==> config.mk <==
export PLATFORM = sky130hd
export DESIGN_NAME = core_top
export DESIGN_NICKNAME = d
export VERILOG_FILES = /design/src/common/core_pkg.sv /design/src/fetch/fetch_axi_reader.sv /design/src/fetch/fetch_queue.sv /design/src/verilog/core_top.sv /design/src/verilog/retire_trace.sv
export SDC_FILE = /design/constraint.sdc
export NUM_CORES = 2
export LEC_CHECK = 0
export BUFFER_PORTS_ARGS = -buffer_cell sky130_fd_sc_hd__buf_2
export CAP_MARGIN = 20
export CORE_ASPECT_RATIO = 0.5
export CORE_UTILIZATION = 50
export CTS_CLUSTER_DIAMETER = 200
export DETAILED_ROUTE_END_ITERATION = 6
export PLACE_DENSITY = 0.65
export RECOVER_POWER = 50
export SLEW_MARGIN = 20
export SYNTH_ARGS = -nofsm -noshare
export SYNTH_HDL_FRONTEND = slang
export SYNTH_HIERARCHICAL = 1
export SYNTH_SLANG_ARGS = --single-unit
==> constraint.sdc <==
create_clock -name aclk -period 19.49 [get_ports aclk]
set_input_delay 0.9745 -clock aclk [delete_from_list [all_inputs] [get_ports aclk]]
set_output_delay 0.9745 -clock aclk [all_outputs]
set_load 0.02 [all_outputs]
==> src/common/core_pkg.sv <==
`default_nettype none

package core_pkg;

    // datapath widths
    localparam int addr_w = 32;
    localparam int data_w = 32;
    localparam int word_bytes = data_w / 8;

    // fixed axi read burst shape
    localparam int burst_len = 4;
    localparam int burst_bytes = burst_len * word_bytes;
    localparam int beat_w = $clog2(burst_len);

    // arlen is beats minus one
    localparam logic [7:0] axi_len_fixed = 8'(burst_len - 1);
    // 4 bytes per beat
    localparam logic [2:0] axi_size_word = 3'd2;
    localparam logic [1:0] axi_burst_incr = 2'd1;

    // fetch queue sizing
    localparam int queue_depth = 8;
    localparam int qptr_w = $clog2(queue_depth);

    // must hold the full queue_depth value, hence the +1
    localparam int credit_w = $clog2(queue_depth + 1);

    // boot vector, burst aligned
    localparam logic [addr_w-1:0] reset_pc = 32'h1fc0_0000;

    // architectural register file
    localparam int rf_depth = 32;
    localparam int reg_idx_w = $clog2(rf_depth);

    // primary opcodes, inst[31:26]
    localparam logic [5:0] op_special = 6'h00;
    localparam logic [5:0] op_addiu = 6'h09;
    localparam logic [5:0] op_ori = 6'h0d;
    localparam logic [5:0] op_lui = 6'h0f;

    // function field for special, inst[5:0]
    localparam logic [5:0] fn_addu = 6'h21;

    // write enable pattern for a full word write
    localparam logic [3:0] wen_word = 4'hf;

    // one fetched word plus the pc it came from
    typedef struct packed {
        logic [addr_w-1:0] pc;
        logic [data_w-1:0] inst;
    } fetch_entry_t;

endpackage

`default_nettype wire

==> src/fetch/fetch_axi_reader.sv <==
`timescale 1ns/1ps
`default_nettype none

module fetch_axi_reader
    import core_pkg::*;
(
    input  logic                aclk,
    input  logic                reset,
    // axi read address
    output logic [3:0]          arid,
    output logic [addr_w-1:0]   araddr,
    output logic [7:0]          arlen,
    output logic [2:0]          arsize,
    output logic [1:0]          arburst,
    output logic                arvalid,
    input  logic                arready,
    // axi read data
    input  logic [data_w-1:0]   rdata,
    input  logic                rlast,
    input  logic                rvalid,
    output logic                rready,
    // towards the fetch queue
    output logic                push_valid,
    output fetch_entry_t        push_entry,
    input  logic                credit_return
);

    logic [credit_w-1:0] credits;
    logic [credit_w-1:0] credits_next;
    logic [addr_w-1:0]   beat_pc;
    logic [beat_w-1:0]   beat_cnt;
    logic                ar_fire;
    logic                r_fire;

    assign ar_fire = arvalid && arready;
    assign r_fire = rvalid && rready;

    // single id, fixed burst shape
    assign arid = 4'd0;
    assign arlen = axi_len_fixed;
    assign arsize = axi_size_word;
    assign arburst = axi_burst_incr;

    // spend a burst worth on the AR handshake, get one back per pop
    always_comb begin
        credits_next = credits;
        if (ar_fire) begin
            credits_next = credits_next - credit_w'(burst_len);
        end
        if (credit_return) begin
            credits_next = credits_next + 1'b1;
        end
    end

    always_ff @(posedge aclk) begin
        if (reset) begin
            credits <= credit_w'(queue_depth);
        end else begin
            credits <= credits_next;
        end
    end

    // request only with room for a whole burst
    // address advances once the request is accepted
    always_ff @(posedge aclk) begin
        if (reset) begin
            arvalid <= 1'b0;
            araddr <= reset_pc;
        end else if (ar_fire) begin
            arvalid <= 1'b0;
            araddr <= araddr + addr_w'(burst_bytes);
        end else if (!arvalid && credits >= credit_w'(burst_len)) begin
            arvalid <= 1'b1;
        end
    end

    // space already reserved, so always ready after reset
    always_ff @(posedge aclk) begin
        if (reset) begin
            rready <= 1'b0;
        end else begin
            rready <= 1'b1;
        end
    end

    // bursts are contiguous and in order, so one running pc covers every beat
    always_ff @(posedge aclk) begin
        if (reset) begin
            beat_pc <= reset_pc;
            beat_cnt <= '0;
        end else if (r_fire) begin
            beat_pc <= beat_pc + addr_w'(word_bytes);
            beat_cnt <= rlast ? '0 : beat_cnt + 1'b1;
        end
    end

    // push one cycle after the beat
    always_ff @(posedge aclk) begin
        if (reset) begin
            push_valid <= 1'b0;
        end else begin
            push_valid <= r_fire;
        end
    end

    always_ff @(posedge aclk) begin
        if (r_fire) begin
            push_entry.pc <= beat_pc;
            push_entry.inst <= rdata;
        end
    end

    a_ar_hold: assert property (@(posedge aclk) disable iff (reset)
        arvalid && !arready |=> arvalid && $stable(araddr));

    // last beat exactly at the end of the fixed length burst
    a_rlast_pos: assert property (@(posedge aclk) disable iff (reset)
        r_fire |-> (rlast == (beat_cnt == beat_w'(burst_len - 1))));

    a_credit_max: assert property (@(posedge aclk) disable iff (reset)
        credits <= credit_w'(queue_depth));

endmodule

`default_nettype wire

==> src/fetch/fetch_queue.sv <==
`timescale 1ns/1ps
`default_nettype none

module fetch_queue
    import core_pkg::*;
(
    input  logic         aclk,
    input  logic         reset,
    input  logic         push_valid,
    input  fetch_entry_t push_entry,
    input  logic         pop,
    output logic         pop_valid,
    output fetch_entry_t pop_entry,
    output logic         credit_return
);

    fetch_entry_t        mem [queue_depth];
    logic [qptr_w-1:0]   wr_ptr;
    logic [qptr_w-1:0]   rd_ptr;
    logic [credit_w-1:0] count;
    logic                full;

    assign full = count == credit_w'(queue_depth);
    assign pop_valid = count != '0;
    // head entry visible straight from storage
    assign pop_entry = mem[rd_ptr];

    always_ff @(posedge aclk) begin
        if (push_valid) begin
            mem[wr_ptr] <= push_entry;
        end
    end

    // pointers wrap naturally, depth is a power of two
    always_ff @(posedge aclk) begin
        if (reset) begin
            wr_ptr <= '0;
            rd_ptr <= '0;
        end else begin
            if (push_valid) begin
                wr_ptr <= wr_ptr + 1'b1;
            end
            if (pop) begin
                rd_ptr <= rd_ptr + 1'b1;
            end
        end
    end

    always_ff @(posedge aclk) begin
        if (reset) begin
            count <= '0;
        end else begin
            case ({push_valid, pop})
                2'b10: count <= count + 1'b1;
                2'b01: count <= count - 1'b1;
                default: count <= count;
            endcase
        end
    end

    // one credit back per freed slot
    always_ff @(posedge aclk) begin
        if (reset) begin
            credit_return <= 1'b0;
        end else begin
            credit_return <= pop;
        end
    end

    // the reader's credit count is what keeps this from firing
    a_no_overflow: assert property (@(posedge aclk) disable iff (reset)
        push_valid |-> !full);

    a_no_underflow: assert property (@(posedge aclk) disable iff (reset)
        pop |-> pop_valid);

endmodule

`default_nettype wire

==> src/verilog/core_top.sv <==
`timescale 1ns/1ps
`default_nettype none

module core_top
    import core_pkg::*;
(
    input  logic                 aclk,
    input  logic                 reset,
    // read request
    output logic [3:0]           arid,
    output logic [addr_w-1:0]    araddr,
    output logic [7:0]           arlen,
    output logic [2:0]           arsize,
    output logic [1:0]           arburst,
    output logic                 arvalid,
    input  logic                 arready,
    // read data
    input  logic [3:0]           rid,
    input  logic [data_w-1:0]    rdata,
    input  logic [1:0]           rresp,
    input  logic                 rlast,
    input  logic                 rvalid,
    output logic                 rready,
    // retire trace
    output logic                 debug0_wb_valid,
    output logic [addr_w-1:0]    debug0_wb_pc,
    output logic [3:0]           debug0_wb_rf_wen,
    output logic [reg_idx_w-1:0] debug0_wb_rf_wnum,
    output logic [data_w-1:0]    debug0_wb_rf_wdata,
    output logic [data_w-1:0]    debug0_wb_inst
);

    logic         core_reset;
    logic         push_valid;
    fetch_entry_t push_entry;
    logic         credit_return;
    logic         pop_valid;
    fetch_entry_t pop_entry;
    logic         pop;

    // external reset registered once, whole core sees it a cycle late
    always_ff @(posedge aclk) begin
        core_reset <= reset;
    end

    fetch_axi_reader u_reader (
        .aclk          (aclk),
        .reset         (core_reset),
        .arid          (arid),
        .araddr        (araddr),
        .arlen         (arlen),
        .arsize        (arsize),
        .arburst       (arburst),
        .arvalid       (arvalid),
        .arready       (arready),
        .rdata         (rdata),
        .rlast         (rlast),
        .rvalid        (rvalid),
        .rready        (rready),
        .push_valid    (push_valid),
        .push_entry    (push_entry),
        .credit_return (credit_return)
    );

    fetch_queue u_queue (
        .aclk          (aclk),
        .reset         (core_reset),
        .push_valid    (push_valid),
        .push_entry    (push_entry),
        .pop           (pop),
        .pop_valid     (pop_valid),
        .pop_entry     (pop_entry),
        .credit_return (credit_return)
    );

    retire_trace u_retire (
        .aclk               (aclk),
        .reset              (core_reset),
        .pop_valid          (pop_valid),
        .pop_entry          (pop_entry),
        .pop                (pop),
        .debug0_wb_valid    (debug0_wb_valid),
        .debug0_wb_pc       (debug0_wb_pc),
        .debug0_wb_rf_wen   (debug0_wb_rf_wen),
        .debug0_wb_rf_wnum  (debug0_wb_rf_wnum),
        .debug0_wb_rf_wdata (debug0_wb_rf_wdata),
        .debug0_wb_inst     (debug0_wb_inst)
    );

    // returned data must carry our only id and an OKAY response
    a_r_resp: assert property (@(posedge aclk) disable iff (core_reset)
        rvalid && rready |-> rid == arid && rresp == 2'b00);

endmodule

`default_nettype wire

==> src/verilog/retire_trace.sv <==
`timescale 1ns/1ps
`default_nettype none

module retire_trace
    import core_pkg::*;
(
    input  logic                 aclk,
    input  logic                 reset,
    input  logic                 pop_valid,
    input  fetch_entry_t         pop_entry,
    output logic                 pop,
    // write-back trace
    output logic                 debug0_wb_valid,
    output logic [addr_w-1:0]    debug0_wb_pc,
    output logic [3:0]           debug0_wb_rf_wen,
    output logic [reg_idx_w-1:0] debug0_wb_rf_wnum,
    output logic [data_w-1:0]    debug0_wb_rf_wdata,
    output logic [data_w-1:0]    debug0_wb_inst
);

    logic [data_w-1:0]    rf [rf_depth];
    logic [5:0]           opcode;
    logic [5:0]           funct;
    logic [reg_idx_w-1:0] rs;
    logic [reg_idx_w-1:0] rt;
    logic [reg_idx_w-1:0] rd;
    logic [15:0]          imm;
    logic [data_w-1:0]    rs_val;
    logic [data_w-1:0]    rt_val;
    logic [reg_idx_w-1:0] dst;
    logic [data_w-1:0]    result;
    logic                 writes;
    logic                 do_write;

    // never stalls, take whatever is at the head
    assign pop = pop_valid;

    // field split
    assign opcode = pop_entry.inst[31:26];
    assign rs = pop_entry.inst[25:21];
    assign rt = pop_entry.inst[20:16];
    assign rd = pop_entry.inst[15:11];
    assign imm = pop_entry.inst[15:0];
    assign funct = pop_entry.inst[5:0];

    assign rs_val = rf[rs];
    assign rt_val = rf[rt];

    always_comb begin
        writes = 1'b0;
        dst = '0;
        result = '0;
        case (opcode)
            op_addiu: begin
                writes = 1'b1;
                dst = rt;
                result = rs_val + {{16{imm[15]}}, imm};
            end
            op_ori: begin
                writes = 1'b1;
                dst = rt;
                result = rs_val | {16'h0000, imm};
            end
            op_lui: begin
                writes = 1'b1;
                dst = rt;
                result = {imm, 16'h0000};
            end
            op_special: begin
                // only addu among the special group
                if (funct == fn_addu) begin
                    writes = 1'b1;
                    dst = rd;
                    result = rs_val + rt_val;
                end
            end
            default: begin
                writes = 1'b0;
            end
        endcase
    end

    // r0 stays zero, write dropped
    assign do_write = pop && writes && (dst != '0);

    // one retirement per cycle, next read sees this write
    always_ff @(posedge aclk) begin
        if (reset) begin
            for (int i = 0; i < rf_depth; i++) begin
                rf[i] <= '0;
            end
        end else if (do_write) begin
            rf[dst] <= result;
        end
    end

    always_ff @(posedge aclk) begin
        if (reset) begin
            debug0_wb_valid <= 1'b0;
            debug0_wb_rf_wen <= 4'h0;
        end else begin
            debug0_wb_valid <= pop;
            debug0_wb_rf_wen <= do_write ? wen_word : 4'h0;
        end
    end

    // trace payload
    always_ff @(posedge aclk) begin
        if (pop) begin
            debug0_wb_pc <= pop_entry.pc;
            debug0_wb_inst <= pop_entry.inst;
            debug0_wb_rf_wnum <= dst;
            debug0_wb_rf_wdata <= result;
        end
    end

endmodule

`default_nettype wire
==> results.md <==
- Family of cells with the greatest summed delay on the critical path: buffers and inverters
- CP Data Required Time: 19.95 ns
- # Post-CTS Setup Buffers: 0
- Post-synthesis register bit count: 1781
- Antenna-violating nets left: 0
- Number of I/O port buffers: 171
- Final hold vios: 0
- Worst-Skew Late Latency: 0.83 ns
- Worst hold path class: in2reg
- Largest vdd supply drop: 0.135 mV
- Fraction of layout cells with a size suffix above 1: 0.236
- Number of clock buffers inserted by TritonCTS: 160
- Synth async-reset ratio: 0
- Worst hold margin: 0.249 ns
- Period Utilization, post-route: 0.713
- Power density of the placed cells: 158 nW/um2
- Starting Density: 0.504
- Clock transition at the registers of the reported paths: 0.06 ns
- Time the final worst path needs with I/O delays and setup: 13.90 ns
- Via Count: 50600
- Maximum fanout encountered on the critical timing path: 86
- Startpoint of the most critical hold path: reset
- Worst setup SP type: flop
- Slowest cell on crit path: sky130_fd_sc_hd__clkbuf_1
- Average wire per cell in the routed design: 32.9 um
- Post-CTS sizing: 0
- Leakage power of the design: 30.3 nW
- Routability congestion estimate: 0.993
- Average cell area after synthesis: 16.1 um2
- Worst Setup Slack post-DPL: 9.58 ns
- DIE HEIGHT: 292 um
- Min-Delay Endpoint: core_reset
- Final count of negative-setup-slack endpoints: 0
- Layout overhead on the synthesized area: 9.89%
- End of the worst register-to-register path: u_retire/rf[4][16]
- CTS sink count: 1781
- Critical path type: reg2reg
- Initial DRT Pass Iterations: 6
- Failing checks: max-capacitance violations, max-slew violations
- Detailed-route DRC error count: 0
- Number of buffers on the longest clock path: 3
- Number of levels in the clock H-tree: 4
- Post-placement cell count: 7363
- Most common library cell in the layout ignoring fill and taps: sky130_fd_sc_hd__edfxtp_1
- Transition at the pin with the smallest max-transition slack: 5.91 ns
- Residual overflow from global routing: 0
- Max-slew headroom at the worst pin: -2.94
- Critical path capture point type: flop
- Number of flops mapped to enable cells by yosys: 1699
- Status: finished with violations
- Setup total negative slack: 0 ns
- Antenna violations before repair: 8
- Main synth FF type: sky130_fd_sc_hd__edfxtp_1
- Max Slew Vio Count: 1642
- Library cell used as clock root buffer: sky130_fd_sc_hd__clkbuf_16
- Die Wd: 582 um
- Starting DRC count in detailed routing: 7128
- Maximum clock skew at final layout: 0.0430 ns
- Highest Clock Rate: 0.0720 GHz
- First-pass GRT wire length: 357000 um
- Filler Cells Inserted: 13200
- Logic depth of the worst register-to-register path: 18
- Post-synth design cell area: 84200 um2
- Cell breakdown of the critical path: buf_12, mux4_2, mux2_4, clkbuf_1, mux4_2, mux2i_1, inv_1, ha_1, fa_1, a21oi_1, o22ai_1, o31ai_1, o21ai_0, a21oi_1, xnor2_1, a221oi_4, buf_4, nor2_1
- TritonCTS clock tree: yes
- I/O pin cnt: 200
- Number of different library cells in the post-synthesis netlist: 82
- Total Die Area: 170000 um2
- Non-filler instance count after layout: 7660
- Final net count: 5443
- Arrival time at the worst endpoint: 14.35 ns
- Most frequent cells in the layout: 1699 x sky130_fd_sc_hd__edfxtp_1, 1084 x sky130_fd_sc_hd__nor2_1, 761 x sky130_fd_sc_hd__mux4_2
- Setup WS post-layout: 5.59 ns
- Number of global-route vias before repair: 50500
- Total power draw: 0.0146 W
- Cts hold-fix bufs: 0
- Minimum setup slack among reg-to-reg paths: 5.59 ns
- Maximum cell stage delay along the critical path: 4.15 ns
- Worst path bufs/invs: 4
- Total Routed Length: 252000 um
- Fraction of the yosys area taken by sequential cells: 0.626
- Maximum capacitance violations: 48
- Placeable core region: 167000 um2
- HPWL after detailed placement: 146000 um
- Pin count of the biggest net entering global routing: 108
- Count of cells along the worst hold path: 1
- Number of placement rows: 106
- Overall fraction of global-route tracks in use: 0.297
- Yosys warning count: 6
- RSZ-0062 raised after global routing: false
- Number of vias per cell: 6.60
- Syn Inst Count: 5238
## registers in the layout, indices dropped and copies added (netlist names), named ones only
register                     flops
core_reset                       1
u_queue/count                    4
u_queue/credit_return            1
u_queue/mem                    512
u_queue/rd_ptr                   3
u_queue/wr_ptr                   3
u_reader/araddr                 28
u_reader/arvalid                 1
u_reader/beat_pc                30
u_reader/credits                 4
u_reader/push_entry             62
u_reader/push_valid              1
u_reader/rready                  1
u_retire/debug0_wb_inst         32
u_retire/debug0_wb_pc           32
u_retire/debug0_wb_rf_wdata     32
u_retire/debug0_wb_rf_wen        1
u_retire/debug0_wb_rf_wnum       5
u_retire/debug0_wb_valid         1
u_retire/rf                   1024
## where the power goes
group / total (W) / leakage (nW) / internal (W) / switching [W]
clock network: 0.00323 / 2.55 / 0.00178 / 0.00145
logic: 0.00675 / 10.2 / 0.00271 / 0.00404
registers: 0.00460 / 17.5 / 0.00446 / 0.000136
## layout make-up
type / count / area [um2] / area share
clock buffer: 200 / 4190 / 0.0452
sequential: 1781 / 52700 / 0.569
clock inverter: 96 / 1100 / 0.0118
multi-input combinational: 2961 / 29800 / 0.322
inverter: 98 / 368 / 0.00398
tap: 2214 / 2770 / 0.0299
antenna: 1 / 2.50 / 0.0000271
timing repair buffer: 309 / 1600 / 0.0172
## layer usage
| metal | routed length [um] | GRT usage | share of wire |
|---|---|---|---|
| met1 | 94300 | 0.400 | 0.37 |
| met2 | 117000 | 0.467 | 0.47 |
| met3 | 27600 | 0.0656 | 0.11 |
| met4 | 12400 | 0.130 | 0.049 |
| met5 | 34 | 0 | 0.00014 |
## through the flow
| step | util | area [um2] |
|---|---|---|
| after global placement | 0.525 | 87700 |
| final | 0.554 | 92500 |
| after CTS | 0.557 | 93000 |
| after global routing | 0.554 | 92500 |
| after floorplan | - | 84400 |
| after detailed placement | 0.525 | 87700 |
## cells by family (layout without fill, tap and decap cells)
| family | Yosys count | in the layout | synth area share |
|---|---|---|---|
| xor gates and xnor gates | 86 | 86 | 0.00895 |
| adders and majority gates | 89 | 89 | 0.0134 |
| other | 3 | 56 | 0.000134 |
| AOI/OAI and AO/OA | 335 | 335 | 0.0263 |
| DFF | 1781 | 1781 | 0.626 |
| muxes | 908 | 908 | 0.223 |
| buffers and inverters | 548 | 703 | 0.0286 |
| and+or+nand+nor | 1488 | 1488 | 0.0743 |
## synth_stat cells (61+ instances only)
cell | number | area share
sky130_fd_sc_hd__o21ai_0 | 61 | 0.0036
sky130_fd_sc_hd__mux2_2 | 108 | 0.014
sky130_fd_sc_hd__inv_1 | 87 | 0.0039
sky130_fd_sc_hd__edfxtp_1 | 1699 | 0.61
sky130_fd_sc_hd__clkbuf_1 | 267 | 0.012
sky130_fd_sc_hd__a21oi_1 | 106 | 0.0063
sky130_fd_sc_hd__dfxtp_1 | 82 | 0.020
sky130_fd_sc_hd__nor2_1 | 1084 | 0.048
sky130_fd_sc_hd__mux4_2 | 761 | 0.20
sky130_fd_sc_hd__buf_2 | 79 | 0.0047
sky130_fd_sc_hd__ha_1 | 87 | 0.013
sky130_fd_sc_hd__nand2_1 | 144 | 0.0064
## worst max path at each step
| stage | from | to | slack [ns] | cells past startpoint |
|---|---|---|---|---|
| after floorplan | flop | u_retire/rf[10][18] | 12.79 | 26 |
| after global placement | flop | u_retire/rf[4][16] | 9.77 | 19 |
| after detailed placement | flop | u_retire/rf[5][16] | 9.58 | 19 |
| after CTS | flop | u_retire/rf[5][16] | 9.57 | 19 |
| after global routing | flop | u_retire/rf[7][16] | 4.63 | 18 |
| final | flop | u_retire/rf[4][16] | 5.59 | 18 |
(Power assumes the default switching activity.)
